$ cat src/common/spi_pkg.sv
// host protocol types for the SPI command byte, used by the SPI slave and the sequencer
package spi_pkg;

  ////////////////////////////////////////////////////////////
  // frame layout
  ////////////////////////////////////////////////////////////

  // bits per received command byte, sent msb first
  localparam int unsigned byte_w = 8;

  ////////////////////////////////////////////////////////////
  // opcodes
  ////////////////////////////////////////////////////////////

  // op_start clears the counter and the last result
  // then runs one full conversion
  // op_abort drops back to idle and keeps the result
  // any other byte value is ignored by the sequencer
  typedef enum logic [byte_w-1:0] {
    op_start = 8'hcc,
    op_abort = 8'h33
  } spi_op_t;

  // every frame also shifts the stored result out on miso
  // so a read needs no opcode of its own

endpackage

$ cat src/common/adc_pkg.sv
// conversion control types shared by the sequencer, the phase counter and the top level
package adc_pkg;

  ////////////////////////////////////////////////////////////
  // counter sizing
  ////////////////////////////////////////////////////////////

  // width of the phase counter and of the captured result
  // 32 bits covers well over a second of run-up at 100 MHz
  localparam int unsigned count_w = 32;

  ////////////////////////////////////////////////////////////
  // conversion state
  ////////////////////////////////////////////////////////////

  // st_idle
  //   waiting for a start opcode, switches released
  // st_reset
  //   integrator shorted, counter running toward RESET_CYCLES
  // st_runup
  //   integrator takes the input until RUNUP_CYCLES
  // st_rundown
  //   integrator takes the reference until the comparator rises
  typedef enum logic [1:0] {
    st_idle    = 2'd0,
    st_reset   = 2'd1,
    st_runup   = 2'd2,
    st_rundown = 2'd3
  } adc_state_t;

  // a full conversion walks the states in enum order
  // and falls back to st_idle on the comparator edge
  // an abort opcode may cut in from any state

endpackage
$ cat src/verilog/adc_ctrl_top.sv
// top level of the dual-slope ADC controller, joining the SPI slave, comparator sync, timer and FSM
`timescale 1ns/1ns

module adc_ctrl_top #(
  parameter logic [adc_pkg::count_w-1:0] RESET_CYCLES = 100000,
  parameter logic [adc_pkg::count_w-1:0] RUNUP_CYCLES = 1000000
) (
  input  logic clk,
  input  logic arst_n,
  input  logic sck,
  input  logic ssel,
  input  logic mosi,
  input  logic t_trigger,
  output logic miso,
  output logic m_reset,
  output logic m_in,
  output logic m_ref
);

  import adc_pkg::*;
  import spi_pkg::*;

  logic [byte_w-1:0]  rx_byte;
  logic               rx_valid;
  logic               cnt_clear;
  logic [count_w-1:0] count;
  logic               reset_done;
  logic               runup_done;
  logic               trig_rise;
  logic [count_w-1:0] result;

  ////////////////////////////////////////////////////////////
  // host side
  ////////////////////////////////////////////////////////////

  spi_slave spi_slave_inst (
    .clk      (clk),
    .arst_n   (arst_n),
    .sck      (sck),
    .ssel     (ssel),
    .mosi     (mosi),
    .miso     (miso),
    .rx_byte  (rx_byte),
    .rx_valid (rx_valid),
    .result   (result)
  );

  ////////////////////////////////////////////////////////////
  // analog side
  ////////////////////////////////////////////////////////////

  // comparator output is asynchronous to clk
  sync_edge trig_sync_inst (
    .clk    (clk),
    .arst_n (arst_n),
    .din    (t_trigger),
    .level  (),
    .rise   (trig_rise),
    .fall   ()
  );

  phase_counter #(
    .RESET_CYCLES (RESET_CYCLES),
    .RUNUP_CYCLES (RUNUP_CYCLES)
  ) phase_counter_inst (
    .clk        (clk),
    .arst_n     (arst_n),
    .clear      (cnt_clear),
    .count      (count),
    .reset_done (reset_done),
    .runup_done (runup_done)
  );

  adc_seq_fsm #(
    .RESET_CYCLES (RESET_CYCLES)
  ) adc_seq_fsm_inst (
    .clk        (clk),
    .arst_n     (arst_n),
    .rx_byte    (rx_byte),
    .rx_valid   (rx_valid),
    .reset_done (reset_done),
    .runup_done (runup_done),
    .trig_rise  (trig_rise),
    .count      (count),
    .cnt_clear  (cnt_clear),
    .m_reset    (m_reset),
    .m_in       (m_in),
    .m_ref      (m_ref),
    .result     (result)
  );

endmodule

$ cat src/verilog/adc_seq_fsm.sv
// conversion FSM that decodes host opcodes, drives the analog switches and captures the result
`timescale 1ns/1ns

module adc_seq_fsm #(
  parameter logic [adc_pkg::count_w-1:0] RESET_CYCLES = 100000
) (
  input  logic                         clk,
  input  logic                         arst_n,
  input  logic [spi_pkg::byte_w-1:0]   rx_byte,
  input  logic                         rx_valid,
  input  logic                         reset_done,
  input  logic                         runup_done,
  input  logic                         trig_rise,
  input  logic [adc_pkg::count_w-1:0]  count,
  output logic                         cnt_clear,
  output logic                         m_reset,
  output logic                         m_in,
  output logic                         m_ref,
  output logic [adc_pkg::count_w-1:0]  result
);

  import adc_pkg::*;
  import spi_pkg::*;

  adc_state_t state;
  adc_state_t state_nxt;
  spi_op_t    op;
  logic       start_cmd;
  logic       abort_cmd;
  logic       capture;
  logic       m_reset_nxt;
  logic       m_in_nxt;

  ////////////////////////////////////////////////////////////
  // opcode decode
  ////////////////////////////////////////////////////////////

  // the byte only means something while rx_valid is high
  assign op        = spi_op_t'(rx_byte);
  assign start_cmd = rx_valid && (op == op_start);
  assign abort_cmd = rx_valid && (op == op_abort);

  // counter restarts on the same edge the FSM enters st_reset
  assign cnt_clear = start_cmd;

  ////////////////////////////////////////////////////////////
  // next state
  ////////////////////////////////////////////////////////////

  always_comb
  begin
    state_nxt   = state;
    m_reset_nxt = m_reset;
    m_in_nxt    = m_in;
    capture     = 1'b0;
    if (start_cmd)
    begin
      // short the integrator, input switch released
      state_nxt   = st_reset;
      m_reset_nxt = 1'b0;
      m_in_nxt    = 1'b0;
    end
    else if (abort_cmd)
    begin
      state_nxt   = st_idle;
      m_reset_nxt = 1'b0;
      m_in_nxt    = 1'b0;
    end
    else
    begin
      case (state)
        st_reset:
          if (reset_done)
          begin
            // release the short, integrate the input
            state_nxt   = st_runup;
            m_reset_nxt = 1'b1;
          end
        st_runup:
          if (runup_done)
          begin
            // swap to the reference for run-down
            state_nxt = st_rundown;
            m_in_nxt  = 1'b1;
          end
        st_rundown:
          if (trig_rise)
          begin
            // comparator crossed, conversion done
            capture     = 1'b1;
            state_nxt   = st_idle;
            m_reset_nxt = 1'b0;
            m_in_nxt    = 1'b0;
          end
        default:
          state_nxt = st_idle;
      endcase
    end
  end

  ////////////////////////////////////////////////////////////
  // registers
  ////////////////////////////////////////////////////////////

  always_ff @(posedge clk or negedge arst_n)
  begin
    if (!arst_n)
    begin
      state   <= st_idle;
      m_reset <= 1'b0;
      m_in    <= 1'b0;
      m_ref   <= 1'b1;
      result  <= '0;
    end
    else
    begin
      state   <= state_nxt;
      m_reset <= m_reset_nxt;
      m_in    <= m_in_nxt;
      // switch is either on the input or on the reference
      m_ref   <= ~m_in_nxt;
      // cleared on start so a read mid-conversion returns 0
      if (start_cmd)
        result <= '0;
      else if (capture)
        result <= count - RESET_CYCLES;
    end
  end

endmodule

$ cat src/verilog/phase_counter.sv
// conversion timer that counts clock cycles and flags the end of the reset and run-up phases
`timescale 1ns/1ns

module phase_counter #(
  parameter logic [adc_pkg::count_w-1:0] RESET_CYCLES = 100000,
  parameter logic [adc_pkg::count_w-1:0] RUNUP_CYCLES = 1000000
) (
  input  logic                         clk,
  input  logic                         arst_n,
  input  logic                         clear,
  output logic [adc_pkg::count_w-1:0]  count,
  output logic                         reset_done,
  output logic                         runup_done
);

  import adc_pkg::*;

  ////////////////////////////////////////////////////////////
  // cycle counter
  ////////////////////////////////////////////////////////////

  // free running, restarted by the sequencer on op_start
  // wraps silently, the sequencer only looks at it mid-conversion
  always_ff @(posedge clk or negedge arst_n)
  begin
    if (!arst_n)
      count <= '0;
    else if (clear)
      count <= '0;
    else
      count <= count + 1'b1;
  end

  ////////////////////////////////////////////////////////////
  // phase ends
  ////////////////////////////////////////////////////////////

  // exact compare, so each flag is high for a single cycle per pass
  assign reset_done = (count == RESET_CYCLES);
  assign runup_done = (count == RUNUP_CYCLES);

endmodule

$ cat src/spi/spi_slave.sv
// mode-0 SPI slave that receives command bytes and shifts the stored result out on miso
`timescale 1ns/1ns

module spi_slave (
  input  logic                         clk,
  input  logic                         arst_n,
  input  logic                         sck,
  input  logic                         ssel,
  input  logic                         mosi,
  output logic                         miso,
  output logic [spi_pkg::byte_w-1:0]   rx_byte,
  output logic                         rx_valid,
  input  logic [adc_pkg::count_w-1:0]  result
);

  import adc_pkg::*;
  import spi_pkg::*;

  localparam int unsigned bit_cnt_w = $clog2(byte_w);
  localparam logic [bit_cnt_w-1:0] last_bit = bit_cnt_w'(byte_w - 1);

  logic                 sck_rise;
  logic                 sck_fall;
  logic                 ssel_level;
  logic                 ssel_fall;
  logic                 mosi_level;
  logic                 ssel_active;
  logic [bit_cnt_w-1:0] bit_cnt;
  logic [byte_w-1:0]    rx_shift;
  logic [count_w-1:0]   tx_shift;

  ////////////////////////////////////////////////////////////
  // pin synchronizers
  ////////////////////////////////////////////////////////////

  // all three pins share the same latency, so mosi lines up with sck
  sync_edge sck_sync_inst (
    .clk    (clk),
    .arst_n (arst_n),
    .din    (sck),
    .level  (),
    .rise   (sck_rise),
    .fall   (sck_fall)
  );

  sync_edge ssel_sync_inst (
    .clk    (clk),
    .arst_n (arst_n),
    .din    (ssel),
    .level  (ssel_level),
    .rise   (),
    .fall   (ssel_fall)
  );

  sync_edge mosi_sync_inst (
    .clk    (clk),
    .arst_n (arst_n),
    .din    (mosi),
    .level  (mosi_level),
    .rise   (),
    .fall   ()
  );

  // ssel is active low
  assign ssel_active = ~ssel_level;

  ////////////////////////////////////////////////////////////
  // receive path
  ////////////////////////////////////////////////////////////

  // bit counter sits at zero between frames
  always_ff @(posedge clk or negedge arst_n)
  begin
    if (!arst_n)
    begin
      bit_cnt  <= '0;
      rx_valid <= 1'b0;
    end
    else
    begin
      if (!ssel_active)
        bit_cnt <= '0;
      else if (sck_rise)
        bit_cnt <= bit_cnt + 1'b1;
      // strobe one cycle after the last rising sck of the byte
      rx_valid <= ssel_active && sck_rise && (bit_cnt == last_bit);
    end
  end

  // msb first, so shift in from the right
  always_ff @(posedge clk)
  begin
    if (ssel_active && sck_rise)
      rx_shift <= {rx_shift[byte_w-2:0], mosi_level};
  end

  assign rx_byte = rx_shift;

  ////////////////////////////////////////////////////////////
  // transmit path
  ////////////////////////////////////////////////////////////

  // snapshot of result at frame start, then one bit per falling sck
  always_ff @(posedge clk or negedge arst_n)
  begin
    if (!arst_n)
      tx_shift <= '0;
    else if (ssel_fall)
      tx_shift <= result;
    else if (ssel_active && sck_fall)
      tx_shift <= {tx_shift[count_w-2:0], 1'b0};
  end

  // single slave on the bus, miso is always driven
  assign miso = tx_shift[count_w-1];

endmodule

$ cat src/verilog/sync_edge.sv
// two-stage synchronizer for one asynchronous pin, giving the clean level and edge pulses
`timescale 1ns/1ns

module sync_edge (
  input  logic clk,
  input  logic arst_n,
  input  logic din,
  output logic level,
  output logic rise,
  output logic fall
);

  // sync_sr[0] may go metastable
  // sync_sr[1] is the clean level
  // sync_sr[2] holds the previous level for edge detection
  logic [2:0] sync_sr;

  always_ff @(posedge clk or negedge arst_n)
  begin
    if (!arst_n)
    begin
      sync_sr <= 3'b000;
    end
    else
    begin
      sync_sr <= {sync_sr[1:0], din};
    end
  end

  assign level = sync_sr[1];
  // single-cycle pulses, two cycles after the pin moves
  assign rise  = sync_sr[1] & ~sync_sr[2];
  assign fall  = ~sync_sr[1] & sync_sr[2];

endmodule

$ cat config.mk
export PLATFORM = sky130hd
export DESIGN_NAME = adc_ctrl_top
export DESIGN_NICKNAME = d
export VERILOG_FILES = /design/src/common/spi_pkg.sv /design/src/common/adc_pkg.sv /design/src/verilog/adc_ctrl_top.sv /design/src/verilog/adc_seq_fsm.sv /design/src/verilog/phase_counter.sv /design/src/spi/spi_slave.sv /design/src/verilog/sync_edge.sv
export SDC_FILE = /design/constraint.sdc
export NUM_CORES = 1
export LEC_CHECK = 0
export BUFFER_PORTS_ARGS = -buffer_cell sky130_fd_sc_hd__buf_4
export CAP_MARGIN = 30
export CORE_MARGIN = 2
export CORE_UTILIZATION = 65
export CTS_CLUSTER_DIAMETER = 200
export CTS_CLUSTER_SIZE = 30
export DETAILED_ROUTE_END_ITERATION = 7
export PLACE_DENSITY = 0.82
export SYNTH_ARGS = -nofsm -noshare
export SYNTH_HDL_FRONTEND = slang
export SYNTH_HIERARCHICAL = 1
export SYNTH_SLANG_ARGS = --single-unit
$ cat constraint.sdc
create_clock -name clk -period 3.6 [get_ports clk]
set_input_delay 0.54 -clock clk [delete_from_list [all_inputs] [get_ports clk]]
set_output_delay 0.54 -clock clk [all_outputs]
set_load 0.02 [all_outputs]
* After elaboration in Yosys (flattened, before gate mapping)
Cells that the tools add are included.
Word-level totals: register bits 124, memories 0, logic and storage cells 75, latch bits 0, output and inout bits 4, input bits 6, memory bits (writable) 0, ROM bits 0
Operators by class: magnitude comparators 0, multipliers 0, add/subtract/negate cells 3, divide/modulo/power cells 0, bitwise logic cells 9, shift-type cells 0, muxes and demuxes 27, eq/ne operators 11, reduce and logical (&&, ||, !) cells 11
Operators with widths (number):
- $mux 32 | 5
- $add 32x1->32 const B | 1
- $eq 32x17->1 const B | 1
- $eq 32x20->1 const B | 1
- $sub 32x17->32 const B | 1
- $mux 1 | 12
- $ne 4x1->1 const B | 3
- $mux 2 | 5
- $eq 8x6->1 const B | 1
- $eq 8x8->1 const B | 1
- $mux 3 | 2
- $pmux 2 s3 | 1
- $reduce_and 3->1 | 2
- $reduce_bool 2->1 | 3
- $logic_and 1x1->1 | 5
- $not 1->1 | 5
- $and 1x1->1 | 4
- $eq 2x2->1 const B | 2
- $pmux 1 s2 | 2
- $reduce_bool 4->1 | 1
- $add 3x1->3 const B | 1
- $eq 3x3->1 const B | 1
- $eq 2x1->1 const B | 1

* Logic depth before layout (Yosys ltp)
Gate-level depths: netlist (run 1).
depth in word-level cells 8, mapped depth 10, depth with buffers taken out 10

* Modules after synthesis
Netlist (run 1), hierarchy kept.
Modules (own cells, without submodules):
- spi_slave | seq. area each 1141.1 um^2, area each 2192.1 um^2, instances 1, cells an instance 169
- adc_seq_fsm | seq. area each 927.1 um^2, area each 2063.2 um^2, instances 1, cells an instance 207
- phase_counter | seq. area each 800.8 um^2, area each 1838.0 um^2, instances 1, cells an instance 200
- sync_edge | seq. area each 75.1 um^2, area each 90.1 um^2, instances 4, cells an instance 5

* Worst setup path before layout (run 1)
OpenSTA, ideal clock, no wires.
path type register to register, start register phase_counter_inst/count[25] (netlist name), end register adc_seq_fsm_inst/result[30] (netlist name), cell stages (with the launch flop) 6, required time 3.479 ns, setup time 0.121 ns, path buffers 0, arrival time 2.069 ns, clock period less this slack 2.190 ns, path slack 1.410 ns, path through dfrtp_1 > or4_4 > or4_4 > nor4_4 > xor2_1 > a22o_1
On the way: longest elaborated chain between the ends 3
RTL lines:
- start: declaration | RTL line phase_counter.sv:11 | output logic [adc_pkg::count_w-1:0] count,
- start signal: assignment | RTL line phase_counter.sv:31 | count <= count + 1'b1;
- $sub 32x17->32 | RTL line adc_seq_fsm.sv:126 | result <= count - RESET_CYCLES;
- $mux 32 | RTL line adc_seq_fsm.sv:125 | else if (capture)
- $mux 32 | RTL line adc_seq_fsm.sv:123 | if (start_cmd)
- end signal: assignment | RTL line adc_seq_fsm.sv:126
- end: declaration | RTL line adc_seq_fsm.sv:19 | output logic [adc_pkg::count_w-1:0] result
Every way passes these cells. The select of a mux whose other input is x is not followed. A chain may end at the register's enable or synchronous reset.

* Worst setup path after layout (run 1)
start register phase_counter_inst/count[8] (netlist name), end register adc_seq_fsm_inst.state[0]
On the way: longest elaborated chain between the ends 3, elaborated cells on any way between the ends 5, classes of those cells eq/ne (4); reduce/logical (1)
RTL lines:
- $eq 32x17->1 | RTL line phase_counter.sv:39 | assign reset_done = (count == RESET_CYCLES);
- net reset_done | RTL line adc_ctrl_top.sv:27 | logic reset_done;
- $ne 4x1->1 (no source line)
- $reduce_and 3->1 (no source line)
- end signal: assignment | RTL line adc_seq_fsm.sv:109 | state <= st_idle;
- end signal: assignment | RTL line adc_seq_fsm.sv:117 | state <= state_nxt;
- end: declaration | RTL line adc_seq_fsm.sv:25 | adc_state_t state;
The timed path passes the listed nets, and every way through them passes these cells.

==> key figures, run 1 <==
Worst setup path
  – Crit end category: flop
  – Max FO, Critical Path: 13
  – CP startpoint kind: flop
  – Crit Path Class: reg -> reg
  – Worst Path Required: 4.00 ns
  – WP data arrival: 2.78 ns
  – Critical Path Source: phase_counter_inst/count[8]
  – R2r endpoint: adc_seq_fsm_inst/state[0]
  – R2r setup slk: 1.22 ns
  – Worst r2r src: phase_counter_inst/count[8]
  – CP endpoint: adc_seq_fsm_inst/state[0]
  – R2R cell count: 9

Power and ir drop
  – Lkg Pwr: 3.16 nW
  – Maximum VDD drop: 0.320 mV
  – Combinational power share: 2.7%
  – Sw power: 0.646 mW
  – Clk pwr share: 50.7%
  – Power Density: 430 mW/mm2
  – Sequential share of power: 46.6%
  – Switching share of power: 21.2%
  – P_int: 2.40 mW

STA
  – Endpoints failing setup: 0
  – Tmin final: 2.38 ns
  – Relative slew slack: 39.2%
  – RSZ-0062 raised after global routing: false
  – Tightest Pin Transition: 0.912 ns
  – Post-route setup TNS: 0 ns
  – WHS: 0.122 ns
  – Final slew viol count: 0
  – Max Clock Freq: 421 MHz
  – Fin crit share: 66.0%
  – Final hold vios: 0
  – Final Skew: 0.00864 ns

Clocking
  – CTS tree: built
  – CTS hold repair buffers: 0
  – Worst skew pair latency: 0.52 ns
  – Clock sink total: 124
  – Root Buffer: clkbuf_8
  – CTS resizes: 0
  – H-tree depth: 4
  – Clock transition at path regs: 0.06 ns
  – CTS Buf Count: 17
  – Post-CTS Setup Repair Bufs: 0
  – Clock tree buffer depth: 2

Floorplan
  – Core area: 0.00968 mm2
  – IO Pins: 10
  – Die W: 103 um
  – Row Count: 36
  – Total die area: 0.0107 mm2
  – Initial Util: 66.1%
  – Die H: 103 um

Global route
  – Largest net degree at the start of global routing: 69
  – All-Layer GR Usage: 29.0%
  – First-pass GRT wire length: 23400 um
  – Antenna violations before repair: 0
  – Total grt overflow: 0
  – Number of global-route vias before repair: 4638

Synthesis
  – Post-Syn Area: 0.00640 mm2
  – Synth Instances: 591
  – Syn nets: 605
  – Synth Warn #: 6
  – Synthesized area per cell: 10.8 um2

Min path
  – Min-delay worst type: in -> async

Drt
  – Drt first pass iters: 5
  – Routed Antenna Nets: 0
  – Vias post-DR: 4927
  – Vias per cell: 6.69
  – Routed len/inst: 19.4 um
  – Initial DRC Count: 403
  – Drt total wl: 14300 um
  – DRC Markers: 0

Placed design
  – Post-DP HPWL: 8870 um
  – Gp weighted congestion: 0.905
  – PortBufs: 9

Final layout
  – Reg area: 0.00314 mm2
  – Fill cells: 659
  – Fraction of layout cells with a size suffix above 1: 11.3%
  – # diodes: 0
  – Multi-input logic area: 0.00302 mm2
  – Area growth syn-to-layout: 10.8%
  – Final nets: 604

Outcome
  – Status: finished, final reports clean

Job
  – Maxcap violations: 0
==> worst max-delay path, cell delays in order (launching register included) <==
cell      delay, ns
dfrtp_1        0.54
nor4b_1        0.41
nand4_1        0.18
nor2_1         0.16
and3_1         0.23
nand2b_1       0.14
o21ai_0        0.13
nor2_1         0.14
nor2_1         0.07
o31ai_1        0.27
==> cell usage in the layout, fill, tap and decap left out, types with 3 or more instances in the layout <==
cell         n
and4bb_1    10
buf_4       15
inv_1       14
or4_1       15
nand4_1      8
nor4bb_1    18
a221o_1     31
nand4b_1     3
clkbuf_8     4
a22o_1      24
nor2b_1     40
and4_1       6
clkinv_2     4
dfrtp_1    115
mux2i_1      5
nand2_1     23
clkbuf_1     5
a21oi_1     18
or3_1        6
nand3_1     20
clkbuf_16   16
ha_1         8
a211oi_1     4
and4bb_2     5
and3_1       7
nor3_1      10
o21ai_0      6
or2_1        3
xnor2_1     22
nor2_1      46
xor2_1      13
o31ai_1     14
nor4_1      13
edfxtp_1     8
==> worst min path at each step <==
stage,start,end
detailed placement,spi_slave_inst/mosi_sync_inst/sync_sr[0],spi_slave_inst/mosi_sync_inst/sync_sr[1]
CTS,sck,spi_slave_inst/sck_sync_inst/sync_sr[0]
global route,t_trigger,trig_sync_inst/sync_sr[0]
floorplan,arst_n,adc_seq_fsm_inst/m_in
finish,arst_n,spi_slave_inst/tx_shift[29]
global placement,spi_slave_inst/mosi_sync_inst/sync_sr[0],spi_slave_inst/mosi_sync_inst/sync_sr[1]
==> area by class of cell <==
cell class	instances	area share, %
Sequential cell	124	44.4
Multi-Input combinational cell	414	42.6
Clock buffer	25	6.69
Tap cell	133	2.35
Timing Repair Buffer	18	2.29
Clock inverter	7	0.918
Inverter	15	0.794
==> metrics by stage <==
stage          std cells  area, um2  power [mW]  util [%]  setup slack, ns
4_1_cts              735       7080        3.07      73.1             1.28
2_1_floorplan        591       6400        1.49         -             1.41
3_3_place_gp         701       6510        1.52      67.2             1.37
6_report             736       7090        3.05      73.2             1.22
5_1_grt              736       7090        3.16      73.2             1.04
3_5_place_dp         703       6540        1.53      67.6             1.31
==> power groups by stage <==
stage | registers (mW) | logic [mW] | clock network [mW]
final | 1.42 | 0.0814 | 1.55
after global routing | 1.42 | 0.0916 | 1.64
after CTS | 1.42 | 0.0829 | 1.56
after detailed placement | 1.45 | 0.0822 | 0
after global placement | 1.45 | 0.0780 | 0
after floorplan | 1.45 | 0.0431 | 0
==> flip-flops by register name, indices dropped and copies added (netlist names) <==
register	count
spi_slave_inst/sck_sync_inst/sync_sr	3
adc_seq_fsm_inst/result	32
spi_slave_inst/rx_valid	1
trig_sync_inst/sync_sr	3
spi_slave_inst/bit_cnt	3
phase_counter_inst/count	32
spi_slave_inst/mosi_sync_inst/sync_sr	2
adc_seq_fsm_inst/m_reset	1
adc_seq_fsm_inst/m_in	1
adc_seq_fsm_inst/m_ref	1
spi_slave_inst/ssel_sync_inst/sync_sr	3
adc_seq_fsm_inst/state	2
spi_slave_inst/tx_shift	32
spi_slave_inst/rx_byte	8
==> metal layers <==
metal | GRT usage (%) | routed length [um] | up-vias
met1 | 41.0 | 6270 | 2436
met3 | 8.20 | 957 | 33
li1 | - | - | 2231
met2 | 43.4 | 6790 | 227
met5 | 0 | 0 | -
met4 | 10.2 | 274 | 0
(Power assumes the default switching activity.)
==> run 2, diff against run 1 <==
Settings changed: ABC_AREA set to 1, CORE_UTILIZATION 65 to 63, PLACE_DENSITY 0.82 to 0.8.
Clock period 3.6 ns to 2.3 ns, I/O delays scaled along.
==> key figures, run 2 <==
Outcome
  – Status: finished, final reports clean

Final layout
  – Fraction of layout cells with a size suffix above 1: 11.0%
  – Layout Cells excl Fill: 1101
  – Design Area, Final: 0.00764 mm2
  – # diodes: 0
  – Largest regs: adc_seq_fsm_inst/result x32, phase_counter_inst/count x32, spi_slave_inst/tx_shift x32
  – Final Util: 71.1%
  – Area growth syn-to-layout: 11.5%
  – Most frequent cells in the layout: nand2_1 (371), dfrtp_1 (115), nor2_1 (110), nand3_1 (84), inv_1 (70)
  – Final nets: 962
  – Commonest non-fill, non-tap cell in the layout: nand2_1

Floorplan
  – Die H: 108 um
  – Total die area: 0.0117 mm2
  – Initial Util: 63.8%
  – Die W: 108 um
  – IO Pins: 10
  – Row Count: 38
  – Core area: 0.0107 mm2

Placed design
  – Dpl ws: 0.270 ns
  – Gp weighted congestion: 0.950
  – PortBufs: 9
  – Placed cells: 1064
  – Post-DP HPWL: 10100 um
  – Post-DP Area: 0.00699 mm2

STA
  – Final slew viol count: 0
  – Final hold vios: 0
  – Endpoints failing setup: 0
  – Final Skew: 0.00701 ns
  – RSZ-0062 raised after global routing: false
  – Max Clock Freq: 464 MHz
  – Tightest Pin Transition: 0.816 ns
  – Tmin final: 2.16 ns
  – Setup ws final: 0.144 ns
  – Relative slew slack: 45.5%
  – WHS: 0.323 ns
  – Post-route setup TNS: 0 ns
  – Fin crit share: 93.7%

Drt
  – Vias post-DR: 5835
  – Routed Antenna Nets: 0
  – Vias per cell: 5.30
  – Initial DRC Count: 572
  – Drt total wl: 14900 um
  – Drt first pass iters: 5
  – Routed len/inst: 13.5 um
  – DRC Markers: 0

Global route
  – All-Layer GR Usage: 28.8%
  – First-pass GRT wire length: 26100 um
  – Number of global-route vias before repair: 5447
  – Antenna violations before repair: 0
  – Largest net degree at the start of global routing: 65
  – Total grt overflow: 0

Job
  – Maxcap violations: 0

Power and ir drop
  – Power Density: 659 mW/mm2
  – Pwr Total: 5.04 mW
  – Maximum VDD drop: 0.876 mV
  – Lkg Pwr: 3.97 nW

Worst setup path
  – Max FO, Critical Path: 4
  – Crit Path Class: reg -> reg
  – Worst Path Required: 2.75 ns
  – WP data arrival: 2.60 ns
  – Crit end category: flop
  – CP startpoint kind: flop

Clocking
  – Clock transition at path regs: 0.06 ns
  – Post-CTS Setup Repair Bufs: 0
  – H-tree depth: 4
  – Clock sink total: 124
  – CTS resizes: 0
  – CTS Buf Count: 17
  – Worst skew pair latency: 0.52 ns
  – CTS hold repair buffers: 5
  – Root Buffer: clkbuf_8
  – Clock tree buffer depth: 2
  – CTS tree: built

Synthesis
  – Syn nets: 938
  – Synth Instances: 924
  – Synthesized area per cell: 7.42 um2
  – Synth Warn #: 6
  – Post-Syn Area: 0.00686 mm2

Min path
  – Min-delay worst type: in -> async
## run 2: path summary, 6_finish.rpt
path | from | to | slack, ns | cells past startpoint
min reg2reg | spi_slave_inst/mosi_sync_inst/sync_sr[0] | spi_slave_inst/mosi_sync_inst/sync_sr[1] | 0.35 | 0
min in group clk | spi_slave_inst/mosi_sync_inst/sync_sr[0] | spi_slave_inst/mosi_sync_inst/sync_sr[1] | 0.35 | 0
max in group asynchronous | arst_n | adc_seq_fsm_inst/result[23] | 1.38 | 3
min | arst_n | spi_slave_inst/mosi_sync_inst/sync_sr[0] | 0.32 | 2
max reg2reg | phase_counter_inst/count[0] | adc_seq_fsm_inst/state[1] | 0.14 | 12
max | phase_counter_inst/count[0] | adc_seq_fsm_inst/state[1] | 0.14 | 12
## run 2: layout make-up
class	count	area (um2)
well taps	140	175
inverters	74	288
fillers	878	3100
repair buffers	30	263
multi-input cells	701	3170
flip-flops and latches	124	3140
clock buffers	22	463
clock inverters	10	138
## run 2: critical path: stages (launching register included)
cell and delay [ns]:
dfrtp_1 0.42, inv_1 0.14, ha_1 0.17, nor3b_1 0.18, nand3b_1 0.12, nor2_1 0.13, inv_1 0.05, nand2_1 0.07
o21ai_0 0.11, inv_1 0.08, o21ai_0 0.16, or2_2 0.32, a21oi_1 0.12
## run 2: metal layers
layer	track usage, %	wire, um
met5	0	0
met4	7.88	184
met3	6.45	656
met2	44.7	6940
met1	41.0	7080
## run 2: power breakdown
part | total, mW | leakage [nW] | internal (mW) | switching, mW
registers | 2.23 | 1.65 | 2.22 | 0.00829
logic | 0.124 | 2.03 | 0.0295 | 0.0946
clock network | 2.69 | 0.291 | 1.74 | 0.951
total | 5.04 | 3.97 | 3.98 | 1.05
